===== src/rtl/cakeGeomPkg.sv =====
package cakeGeomPkg;

	// screen column as reported by the pixel scanner
	typedef logic [9:0] pixelX_t;

	// screen row as reported by the pixel scanner
	typedef logic [9:0] pixelY_t;

	// top edge of a cake
	// the playfield is 480 rows tall so nine bits cover it
	typedef logic [8:0] cakeY_t;

	// cakes are square
	localparam int unsigned CakeSize = 20;

	// falling cakes leave here and come back at the top
	localparam cakeY_t ScreenBottom = 9'd480;

	// rising cakes leave here and come back at the bottom
	localparam cakeY_t ScreenTop = 9'd0;

endpackage


===== src/rtl/cakeLanePkg.sv =====
package cakeLanePkg;

	import cakeGeomPkg::*;

	// four trucks throw cakes in this field
	localparam int NumLanes = 4;
	localparam int CakesPerLane = 6;
	localparam int NumCakes = NumLanes * CakesPerLane;

	// one bit per cake
	// bit lane * CakesPerLane + cake
	typedef logic [NumCakes-1:0] hitMask_t;

	// everything that makes one lane different from another
	typedef struct packed {
		pixelX_t laneX;
		logic fallsDown;
		logic [1:0] speed;
		cakeY_t [0:CakesPerLane-1] startY;
	} laneCfg_t;

	// lanes from left to right
	localparam laneCfg_t LaneTable [NumLanes] = '{
		'{
			laneX: 10'd65,
			fallsDown: 1'b1,
			speed: 2'd1,
			startY: '{9'd70, 9'd150, 9'd200, 9'd290, 9'd370, 9'd450}
		},
		'{
			laneX: 10'd100,
			fallsDown: 1'b0,
			speed: 2'd1,
			startY: '{9'd50, 9'd150, 9'd220, 9'd290, 9'd340, 9'd440}
		},
		// the fast lane
		'{
			laneX: 10'd240,
			fallsDown: 1'b0,
			speed: 2'd2,
			startY: '{9'd25, 9'd75, 9'd180, 9'd210, 9'd350, 9'd375}
		},
		'{
			laneX: 10'd510,
			fallsDown: 1'b1,
			speed: 2'd1,
			startY: '{9'd20, 9'd100, 9'd200, 9'd255, 9'd330, 9'd400}
		}
	};

endpackage


===== src/rtl/cakeLane.sv =====
module cakeLane
	import cakeGeomPkg::*;
	import cakeLanePkg::*;
#(
	parameter bit FallsDown = 1'b1,
	parameter logic [1:0] Speed = 2'd1,
	parameter cakeY_t [0:CakesPerLane-1] StartY = '0
)(
	input logic update,
	input logic rst,
	input logic step,
	output cakeY_t [0:CakesPerLane-1] cakeY
);

	localparam int IdxW = $clog2(CakesPerLane);

	// the value a wrapping cake jumps to
	localparam cakeY_t ReentryY = FallsDown ? ScreenTop : ScreenBottom;

	logic [CakesPerLane-1:0] atEdge;
	logic wrapAny;
	logic [IdxW-1:0] wrapIdx;

	// which cakes have run off their edge
	always_comb
	begin
		for (int i = 0; i < CakesPerLane; i++)
		begin
			if (FallsDown)
				atEdge[i] = (cakeY[i] >= ScreenBottom);
			else
				atEdge[i] = (cakeY[i] == ScreenTop);
		end
	end

	// first cake in lane order wins
	// the loop runs backwards so the lowest index is written last
	always_comb
	begin
		wrapAny = 1'b0;
		wrapIdx = '0;
		for (int i = CakesPerLane - 1; i >= 0; i--)
		begin
			if (atEdge[i])
			begin
				wrapAny = 1'b1;
				wrapIdx = IdxW'(i);
			end
		end
	end

	always_ff @(posedge update)
	begin
		if (rst)
			cakeY <= StartY;
		else if (step)
		begin
			if (wrapAny)
			begin
				// the whole lane stands still while one cake wraps
				cakeY[wrapIdx] <= ReentryY;
			end
			else
			begin
				for (int i = 0; i < CakesPerLane; i++)
				begin
					if (FallsDown)
						cakeY[i] <= cakeY[i] + cakeY_t'(Speed);
					else
						cakeY[i] <= cakeY[i] - cakeY_t'(Speed);
				end
			end
		end
	end

endmodule


===== src/rtl/pixelQueryFifo.sv =====
module pixelQueryFifo
	import cakeGeomPkg::*;
#(
	// power of two, at least 2
	parameter int QueryDepth = 4
)(
	input logic update,
	input logic rst,
	input logic pixelReq,
	input pixelX_t pixelX,
	input pixelY_t pixelY,
	output logic pixelAck,
	output logic qValid,
	output pixelX_t qX,
	output pixelY_t qY,
	input logic qPop
);

	localparam int PtrW = $clog2(QueryDepth);

	pixelX_t memX [QueryDepth];
	pixelY_t memY [QueryDepth];

	logic [PtrW-1:0] wrPtr;
	logic [PtrW-1:0] rdPtr;
	logic [PtrW:0] count;

	logic full;
	logic push;
	logic pop;

	assign full = (count == (PtrW + 1)'(QueryDepth));
	assign qValid = (count != '0);

	// a request is taken once while ack is still low
	// and only when there is room for it
	assign push = pixelReq && !pixelAck && !full;
	assign pop = qPop && qValid;

	// head of the queue
	assign qX = memX[rdPtr];
	assign qY = memY[rdPtr];

	// intake side of the four-phase handshake
	// pixelAck also remembers that the current request is already stored
	always_ff @(posedge update)
	begin
		if (rst)
			pixelAck <= 1'b0;
		else if (push)
			pixelAck <= 1'b1;
		else if (!pixelReq)
			pixelAck <= 1'b0;
	end

	always_ff @(posedge update)
	begin
		if (push)
		begin
			memX[wrPtr] <= pixelX;
			memY[wrPtr] <= pixelY;
		end
	end

	// pointers wrap on their own since the depth is a power of two
	always_ff @(posedge update)
	begin
		if (rst)
		begin
			wrPtr <= '0;
			rdPtr <= '0;
		end
		else
		begin
			if (push)
				wrPtr <= wrPtr + PtrW'(1);
			if (pop)
				rdPtr <= rdPtr + PtrW'(1);
		end
	end

	// occupancy
	always_ff @(posedge update)
	begin
		if (rst)
			count <= '0;
		else
		begin
			case ({push, pop})
				2'b10: count <= count + (PtrW + 1)'(1);
				2'b01: count <= count - (PtrW + 1)'(1);
				default: count <= count;
			endcase
		end
	end

endmodule


===== src/rtl/cakeHitTester.sv =====
module cakeHitTester
	import cakeGeomPkg::*;
	import cakeLanePkg::*;
(
	input logic update,
	input logic rst,
	input logic qValid,
	input pixelX_t qX,
	input pixelY_t qY,
	output logic qPop,
	input cakeY_t [0:NumLanes-1][0:CakesPerLane-1] laneY,
	output logic hitReq,
	output hitMask_t hitMask,
	input logic hitAck
);

	typedef enum logic [1:0] {
		stIdle,
		stHeld,
		stAckDrop
	} testState_t;

	testState_t state;
	hitMask_t hitNow;

	// strictly between lo and lo + CakeSize
	// one extra bit keeps the upper bound from wrapping
	function automatic logic insideSpan(input logic [9:0] pos, input logic [9:0] lo);
		logic [10:0] hi;
		hi = {1'b0, lo} + 11'(CakeSize);
		insideSpan = (pos > lo) && ({1'b0, pos} < hi);
	endfunction

	// test the head query against every cake at once
	always_comb
	begin
		for (int l = 0; l < NumLanes; l++)
		begin
			for (int c = 0; c < CakesPerLane; c++)
			begin
				hitNow[l * CakesPerLane + c] = insideSpan(qX, LaneTable[l].laneX)
					&& insideSpan(qY, {1'b0, laneY[l][c]});
			end
		end
	end

	// idle pops one query and tests it in the pop cycle
	// then the result waits for a full four-phase ack
	always_ff @(posedge update)
	begin
		if (rst)
		begin
			state <= stIdle;
			qPop <= 1'b0;
			hitReq <= 1'b0;
			hitMask <= '0;
		end
		else
		begin
			qPop <= 1'b0;
			case (state)
				stIdle:
				begin
					if (qPop)
					begin
						// heights of this very cycle go into the result
						hitMask <= hitNow;
						hitReq <= 1'b1;
						state <= stHeld;
					end
					else if (qValid)
						qPop <= 1'b1;
				end
				stHeld:
				begin
					if (hitAck)
					begin
						hitReq <= 1'b0;
						state <= stAckDrop;
					end
				end
				stAckDrop:
				begin
					// no new pop until the consumer lets go of ack
					if (!hitAck)
						state <= stIdle;
				end
				default: state <= stIdle;
			endcase
		end
	end

endmodule


===== src/rtl/cakeField.sv =====
module cakeField
	import cakeGeomPkg::*;
	import cakeLanePkg::*;
#(
	parameter int QueryDepth = 4
)(
	input logic update,
	input logic rst,
	input logic step,
	input logic pixelReq,
	input pixelX_t pixelX,
	input pixelY_t pixelY,
	output logic pixelAck,
	output logic hitReq,
	output hitMask_t hitMask,
	input logic hitAck
);

	// every lane's six heights side by side
	cakeY_t [0:NumLanes-1][0:CakesPerLane-1] laneY;

	// queue head toward the tester
	logic qValid;
	pixelX_t qX;
	pixelY_t qY;
	logic qPop;

	// one mover per truck
	for (genvar g = 0; g < NumLanes; g++)
	begin : gLane
		cakeLane #(
			.FallsDown(LaneTable[g].fallsDown),
			.Speed(LaneTable[g].speed),
			.StartY(LaneTable[g].startY)
		) lane (
			.update(update),
			.rst(rst),
			.step(step),
			.cakeY(laneY[g])
		);
	end

	pixelQueryFifo #(
		.QueryDepth(QueryDepth)
	) queryFifo (
		.update(update),
		.rst(rst),
		.pixelReq(pixelReq),
		.pixelX(pixelX),
		.pixelY(pixelY),
		.pixelAck(pixelAck),
		.qValid(qValid),
		.qX(qX),
		.qY(qY),
		.qPop(qPop)
	);

	cakeHitTester hitTester (
		.update(update),
		.rst(rst),
		.qValid(qValid),
		.qX(qX),
		.qY(qY),
		.qPop(qPop),
		.laneY(laneY),
		.hitReq(hitReq),
		.hitMask(hitMask),
		.hitAck(hitAck)
	);

endmodule


===== config.mk =====
export PLATFORM = sky130hd
export DESIGN_NAME = cakeField
export DESIGN_NICKNAME = d
export VERILOG_FILES = /design/src/rtl/cakeGeomPkg.sv /design/src/rtl/cakeLanePkg.sv /design/src/rtl/cakeLane.sv /design/src/rtl/pixelQueryFifo.sv /design/src/rtl/cakeHitTester.sv /design/src/rtl/cakeField.sv
export SDC_FILE = /design/constraint.sdc
export NUM_CORES = 1
export LEC_CHECK = 0
export BUFFER_PORTS_ARGS = -buffer_cell sky130_fd_sc_hd__buf_2
export CORE_MARGIN = 8
export CORE_UTILIZATION = 35
export CTS_CLUSTER_DIAMETER = 200
export DETAILED_ROUTE_END_ITERATION = 10
export GPL_TIMING_DRIVEN = 0
export PLACE_DENSITY = 0.58
export SYNTH_ARGS = -nofsm -noshare
export SYNTH_HDL_FRONTEND = slang
export SYNTH_HIERARCHICAL = 1
export SYNTH_SLANG_ARGS = --single-unit

===== constraint.sdc =====
create_clock -name update -period 9.68 [get_ports update]
set_clock_uncertainty 0.1 [all_clocks]
set_input_delay 0.968 -clock update [delete_from_list [all_inputs] [get_ports update]]
set_output_delay 0.968 -clock update [all_outputs]
set_load 0.03 [all_outputs]

# Yosys cells after proc, flatten, opt, wreduce, memory -nomap -nowiden

Memories as Yosys holds them, arrays and structs flattened. A register that Yosys moved wholly into a read port is not among the register bits.
Index checks and enable logic that the tools add are counted.
Widths: inputs -> output; s select.

Input port bits: 25
Output and inout port bits: 26
RAM bits: 80
Memories kept: 2
Bits in registers: 252

Order comparisons: 76
Bitwise gates (word level): 15
Reductions and logical operators: 81
Add/subtract/negate cells: 52
Mux-type cells: 77
Equal/unequal tests: 9

Memories:

| name           | depth | bits a word | read ports | clocked after Yosys merged registers in | write ports | RTL line             | RTL |
|---|---|---|---|---|---|---|---|
| queryFifo.memX | 4     | 10          | 1          | 1                                       | 1           | pixelQueryFifo.sv:21 | `pixelX_t memX [QueryDepth];` |
| queryFifo.memY | 4     | 10          | 1          | 1                                       | 1           | pixelQueryFifo.sv:22 | `pixelY_t memY [QueryDepth];` |

Operators by type and width:

| cell                 | number |
|---|---|
| $lt 10x11->1         | 24 |
| $add 9x5->10 const B | 24 |
| $gt 10x9->1          | 24 |
| $mux 54              | 4 |
| $add 9x1->9 const B  | 12 |
| $and 54x54->54       | 2 |
| $demux 9 s3          | 4 |
| $ge 9x9->1 const B   | 12 |
| $logic_not 9->1      | 12 |
| $not 54->54          | 2 |
| $mux 3               | 24 |
| $and 30x30->30       | 2 |
| $not 30->30          | 2 |
| $logic_and 1x1->1    | 59 |
| $sub 9x1->9 const B  | 6 |
| $sub 9x2->9 const B  | 6 |
| $or 24x24->24        | 2 |
| $mux 9               | 4 |
| $mux 1               | 31 |
| $gt 10x7->1 const B  | 2 |
| $lt 10x7->1 const B  | 2 |
| $ge 4x4->1 const B   | 4 |
| $lt 4x1->1 const B   | 4 |
| $not 3->4            | 4 |
| 24 further kinds     | 38 |

# Depth between registers and ports, before layout

Gate-level depths: netlist of the first run.

Depth in word-level cells: 15
Mapped depth: 10
Gate-level depth less buffers: 10

# Modules after synthesis

The synthesis of the first run kept the hierarchy.

Modules (own cells, without submodules):

| module                   | sequential area each (sq um) | area each (sq um) | instances | cells each |
|---|---|---|---|---|
| cakeHitTester            | 560.5                        | 12827.3           | 1         | 1617 |
| pixelQueryFifo           | 2602.5                       | 3399.5            | 1         | 159 |
| cakeLane (gLane[1].lane) | 1081.0                       | 3321.9            | 1         | 382 |
| cakeLane (gLane[0].lane) | 1081.0                       | 3181.8            | 1         | 378 |
| cakeLane (gLane[3].lane) | 1081.0                       | 3134.3            | 1         | 371 |
| cakeLane (gLane[2].lane) | 1081.0                       | 2880.3            | 1         | 345 |

# Worst setup path before layout of the first run

OpenSTA, ideal clock, no wires.

Path kind: reg2reg
Start: reg with a tool-made name
End: reg hitTester.hitMask[23]
Arrival time: 2.896 ns
Period minus slack after synthesis: 3.128 ns
Slack: 6.552 ns
Stages on the path, launching flop included: 9
Path through: dfxtp_1 -> buf_2 -> mux4_2 -> ha_1 -> a21oi_1 -> nand2_1 -> a221o_1 -> a2111oi_0 -> o31ai_1

RTL lines:

| what                 | RTL line            | RTL |
|---|---|---|
| end signal, assigned | cakeHitTester.sv:67 | `hitMask <= hitNow;` |
| end, declared        | cakeHitTester.sv:13 | `output hitMask_t hitMask,` |

==> metrics.cfg, run 1 <==
[layout]
fill_cells=8299
final_cell_mix=ha_1 (479), inv_1 (325), dfxtp_1 (254)
diodes=0
drive_above_1_share=0.0880
layout_commonest_cell=ha_1
nNetsFinal=3858
syn_to_final_growth_pct=11.6
fin_cells=4456

[global_routing]
grt-ovfl-total=0
grtUsageTotal=0.193
use_met2=0.305
grt_max_degree=49
grt_pass1_wl_um=143000
grt_antenna_before_repair=4
grt.busiest_layer=met2
use_met1=0.267
use_met3=0.0297
first_global_vias=25300

[route]
via_per_inst=5.86
dr_total_vias=26100
routed_wl_um=90600
drtPass1Iterations=6
drt_iter0_drc=1966
drcViolationCount=0
final_antenna_net_count=0
wl_per_cell_um=20.3

[synth]
synth.distinct_cells=105
synth_area_um2=28700
ys.flop_type=dfxtp_1
synth.yosys.seq_area_share=0.260
synthCells=3252
synth-seq-cells=334
synth_edf_count=80
synth_warnings=6
syn-num-nets=3757
synth.avg_cell_area_um2=8.84
async_flop_share=0

[power]
p_leak_nw=13.4
finalPower_mw=4.55
ir_drop_v=0.000141
power_density_nw_per_um2=142

[setup_path]
cp.arrival_ns=6.02
path_class=flop to flop
reg2regPathDepth=7
max_stage_delay_ns=1.26
worst-path-stages=7
cp_num_buf_inv=4
start_kind=flop
crit_path_end=hitTester/hitMask[23]$_SDFFE_PP0P_
crit_family=buffers and inverters
path_cells=clkbuf_1 -> mux4_2 -> clkbuf_1 -> clkbuf_1 -> buf_1 -> a2111oi_0 -> o31ai_1
critPathCaptureType=flop
cp_slowest_cell=mux4_2
required_ns=10.07
cpMostUsedCell=clkbuf_1
r2r_slack_ns=4.05
path_max_fanout=27
r2r-end=hitTester/hitMask[23]$_SDFFE_PP0P_

[hold_path]
min_path_type=flop to flop
hold_start=hitTester/hitMask[9]$_SDFFE_PP0P_

[placed_design]
dp_hpwl_um=61500
gp_congestion=0.848
dp_cells=4380
numPortBuffers=50

[timing]
drv_slew=0
min_period_ns=5.63
hold-worst-slack_ns=0.345
fin_setup_tns_ns=0
layout_worst_path_cycle_share=0.581
worst_slew_pin_slew_ns=1.45
slew_headroom=0.0302
hold_violations=0
finalSetupViolCount=0
max_freq_ghz=0.178
rsz0062_at_grt=no

[clocking]
clockRootBuffer=clkbuf_16
ctsHoldBuffers=0
post_cts_buffers=0
clock_path_buffers=3
cts_tree=built
cts_sinks=334
cts_resized=0
clk_latency_ns=0.58
htree_num_levels=2
cts-buffers-inserted=41
clkTransAtPathRegs_ns=0.06

[floorplan]
die_y_um=303
rows=105
start_util=0.352
core_area_um2=81700
io_pins=51
dieArea_um2=91600
dieWidth_um=303

[status]
status=completed

[job]
drv_cap=0

power by group:
group          total [mW]  switching, mW  internal (mW)
Sequential           1.59         0.0931           1.49
Clock                1.76          0.681           1.08
Combinational        1.21          0.732          0.475
final cells by class:
class | instances | area [um^2] | share of cell area
plain buffers | 115 | 617 | 0.0192
clock buffers | 48 | 1080 | 0.0337
clock inverters | 28 | 433 | 0.0135
inverters | 328 | 1230 | 0.0384
multi-input cells | 2475 | 19400 | 0.606
flip-flops and latches | 334 | 7490 | 0.233
well taps | 1070 | 1340 | 0.0417
repair buffers | 58 | 450 | 0.0140
worst min-delay path by stage:
stage | end | slack, ns | cells past startpoint
2_1_floorplan | gLane[2].lane/cakeY[0]$_SDFFE_PP1P_ | 0.35 | 1
4_1_cts | hitTester/hitMask[9]$_SDFFE_PP0P_ | 0.35 | 2
6_report | hitTester/hitMask[9]$_SDFFE_PP0P_ | 0.34 | 2
5_1_grt | hitTester/hitMask[19]$_SDFFE_PP0P_ | 0.38 | 2
3_3_place_gp | hitTester/hitMask[11]$_SDFFE_PP0P_ | 0.34 | 2
3_5_place_dp | hitTester/hitMask[8]$_SDFFE_PP0P_ | 0.34 | 2
routing by layer:
metal | up-vias | share of wire
met1 | 12400 | 0.47
met2 | 870 | 0.44
met5 | - | 0
met3 | 177 | 0.066
li1 | 12700 | -
met4 | 0 | 0.031
cell families after synthesis:
group                      Yosys count  share of synthesized area
buffers and inverters              443                     0.0643
xor gates and xnor gates           125                     0.0381
and+or+nand+nor                    999                      0.207
adders and majority gates          480                      0.209
DFF                                334                      0.260
muxes                               29                     0.0191
AOI/OAI and AO/OA                  842                      0.202
per-stage QoR:
stage,util,instance area (um^2),setup slack (ns)
CTS,0.392,32100,3.93
finish,0.392,32100,4.05
detailed placement,0.374,30600,3.94
floorplan,-,28700,6.55
global placement,0.371,30300,3.99
global route,0.392,32100,3.86
cell usage after synthesis (all sizes together) (51+ instances only):
library cell    n  area [um^2]
ha            479         5990
o31ai          51          388
a21oi         190          955
nand4          96          644
a21o           72          541
inv           326         1220
nor2          135          517
buf            58          397
clkbuf         56          211
o21ai         143          716
edfxtp         80         2400
xnor2          98          858
nand3         135          676
nand2         115          437
dfxtp         254         5080
nor3          138          701
a31oi          56          350
a211oi         67          533
worst reg2reg max path, delay by kind of cell, from the launching register on:
| family | cells | cell delay, ns |
|---|---|---|
| mux | 1 | 1.26 |
| buf+inv | 4 | 3.21 |
| compound gates | 2 | 0.61 |
| flops | 1 | 0.36 |
registers in the layout (all words and copies together) (netlist names), named ones only:
signal / flops
gLane.lane/cakeY: 216
hitTester/hitMask: 24
hitTester/hitReq: 1
hitTester/qPop: 1
hitTester/state: 2
queryFifo/count: 3
queryFifo/memX: 40
queryFifo/memY: 40
queryFifo/pixelAck: 1
queryFifo/rdPtr: 2
queryFifo/wrPtr: 2
Power figures use the tool's default switching activity.
==> inputs of run 2 (changes only) <==
Settings changed: PLACE_DENSITY 0.58 to 0.6.
Clock period 9.68 ns to 4.7 ns, I/O delays scaled along.
==> metrics.cfg, run 2 (synthesized netlist as in run 1, its figures left out) <==
[status]
status=finished, violations left
violations=capacitance limit, slew limit

[hold_path]
min_path_type=primary input to flop
whs_endpoint=queryFifo/memX[2][0]$_DFFE_PP_
hold_path_depth=1  ; -1
hold_start=pixelX[0]

[route]
wl_per_cell_um=19.8  ; -2.6%
drt_iter0_drc=2201  ; +12%
drt-met1-wl_um=41400  ; -2.1%
routed.top_layer=met4
drtPass1Iterations=5  ; -1
drcViolationCount=0  ; unchanged
wl_met2_um=39900  ; +0.88%
dr_wl_met3_um=5110  ; -14%
routed_wl_um=88500  ; -2.4%
via_per_inst=5.82  ; -0.58%
final_antenna_net_count=0  ; unchanged
dr_total_vias=26000  ; -0.34%

[setup_path]
cp.arrival_ns=4.39  ; -1.63 ns
r2r-end=hitTester/hitMask[20]$_SDFFE_PP0P_
critPathCaptureType=flop
cp_num_buf_inv=1  ; -3
cp_slowest_cell=a21oi_1
crit_family=compound AO/OA/AOI/OAI gates
worst-path-stages=6  ; -1
path_cells=clkbuf_1 -> mux4_2 -> or4b_2 -> a21oi_1 -> nand4_1 -> o31ai_1
required_ns=5.08  ; -4.99 ns
path_class=flop to flop
path_max_fanout=10  ; -63%
start_kind=flop
reg2regPathDepth=6  ; -1
r2r_slack_ns=0.69  ; -3.37 ns
max_stage_delay_ns=1.17  ; -0.09 ns

[layout]
register_area_um2=7490  ; unchanged
top_register=gLane.lane/cakeY
top_regs=gLane.lane/cakeY (216), queryFifo/memX (40), queryFifo/memY (40)
multi_input_area_um2=19400  ; about the same
fill_cells=8293  ; -0.072%
final_cell_mix=ha_1 (479), inv_1 (325), dfxtp_1 (254)
layout_commonest_cell=ha_1
final_util=0.391  ; -0.00123
drive_above_1_share=0.0872  ; -0.000771
largest_register_ff_count=216  ; unchanged
nNetsFinal=3865  ; +0.18%
syn_to_final_growth_pct=11.2

[power]
combPwrFrac=0.278  ; +0.013
sequentialPowerShare=0.368  ; +0.019
p_leak_nw=13.3  ; -0.33%
ir_drop_v=0.000265  ; +89%
switching_power_mw=3.02  ; +100%
switching_share=0.340  ; +0.00841
intPower_mw=5.87  ; +93%
power_density_nw_per_um2=278  ; +96%
pwr-share-clk=0.354  ; -0.032

[timing]
finalSetupViolCount=0  ; unchanged
max_freq_ghz=0.249  ; +40%
drv_slew=7  ; +7
min_period_ns=4.01  ; -1.61 ns
hold_violations=0  ; unchanged
slew_headroom=-0.00370  ; -0.0339
setup_ws_ns=0.687  ; -3.37 ns
layout_worst_path_cycle_share=0.854  ; +0.273
worst_slew_pin_slew_ns=1.51  ; +0.0509 ns
rsz0062_at_grt=no
hold-worst-slack_ns=0.0270  ; -0.318 ns

[job]
drv_cap=1  ; +1

[global_routing]
grt_max_degree=49  ; unchanged
grt_antenna_before_repair=1  ; -3
first_global_vias=25400  ; +0.37%
grtUsageTotal=0.190  ; -0.00324
grt_pass1_wl_um=141000  ; -0.79%
grt-ovfl-total=0  ; unchanged

[floorplan]
core_area_um2=81700  ; unchanged
io_pins=51  ; unchanged
dieWidth_um=303  ; unchanged
rows=105  ; unchanged
dieArea_um2=91600  ; unchanged
start_util=0.352  ; unchanged
die_y_um=303  ; unchanged

[clocking]
cts-buffers-inserted=41  ; unchanged
post_cts_buffers=0  ; unchanged
clockRootBuffer=clkbuf_16
htree_num_levels=2  ; unchanged
cts_tree=built
cts_sinks=334  ; unchanged
clk_latency_ns=0.57  ; about the same
clkTransAtPathRegs_ns=0.06  ; about the same
clock_path_buffers=3  ; unchanged

[placed_design]
gp_congestion=0.860  ; +1.4%
numPortBuffers=50  ; unchanged
dp_hpwl_um=60600  ; -1.5%
dpl_worst_slack_ns=-0.749  ; -4.69 ns

==> run 2: cell count changes in the layout (fill, tap and decap cells not counted), moves of 2 or more <==
cell and delta:
clkbuf_1 +2, diode_2 +4, bufinv_16 -8, clkinv_2 +5
clkbuf_8 +2, dlygate4sd3_1 +8
==> run 2: worst max-delay path by stage <==
stage	to	slack [ns]
after global routing	hitTester/hitMask[19]$_SDFFE_PP0P_	0.59
after global placement	hitTester/hitMask[19]$_SDFFE_PP0P_	-0.75
after floorplan	hitTester/hitMask[23]$_SDFFE_PP0P_	1.57
after detailed placement	hitTester/hitMask[19]$_SDFFE_PP0P_	-0.75
after CTS	hitTester/hitMask[23]$_SDFFE_PP0P_	0.74
final	hitTester/hitMask[20]$_SDFFE_PP0P_	0.69
==> run 2: per-stage QoR <==
step	total power, mW	instance area [um^2]	TNS [ns]	cells
2_1_floorplan	4.98	28700	0	3252
3_3_place_gp	5.68	30300	-7.49	4372
3_5_place_dp	5.78	30600	-7.65	4380
4_1_cts	8.94	32000	0	4463
5_1_grt	9.41	32000	0	4463
6_report	8.88	32000	0	4467
==> run 2: metal layers <==
| metal | track usage | vias to the layer above |
|---|---|---|
| li1 | - | 12700 |
| met1 | 0.262 | 12400 |
| met2 | 0.309 | 774 |
| met3 | 0.0238 | 147 |
| met4 | 0.0534 | 0 |
| met5 | 0 | - |
==> run 2: power by group through the flow <==
stage | clock network, mW | registers [mW] | logic [mW]
after detailed placement | 0 | 3.33 | 2.45
after global placement | 0 | 3.32 | 2.36
after CTS | 3.21 | 3.26 | 2.47
final | 3.15 | 3.27 | 2.47
after global routing | 3.31 | 3.29 | 2.80
after floorplan | 0 | 3.27 | 1.71
==> run 2: area by class of cell <==
cell class                 count  area share
clock inverter                22     0.00603
sequential                   334       0.234
clock buffer                  54      0.0352
antenna                        4    0.000313
timing repair buffer          66      0.0166
multi-input combinational   2475       0.608
inverter                     328      0.0385
tap                         1070      0.0419
buffer                       114      0.0195
==> run 2: what timing repair did <==
item / CTS / global route
hold endpoints to repair: 30 / 0
resized for setup: 4 / 0
setup endpoints to repair: 13 / 0
hold buffers: 8 / 0
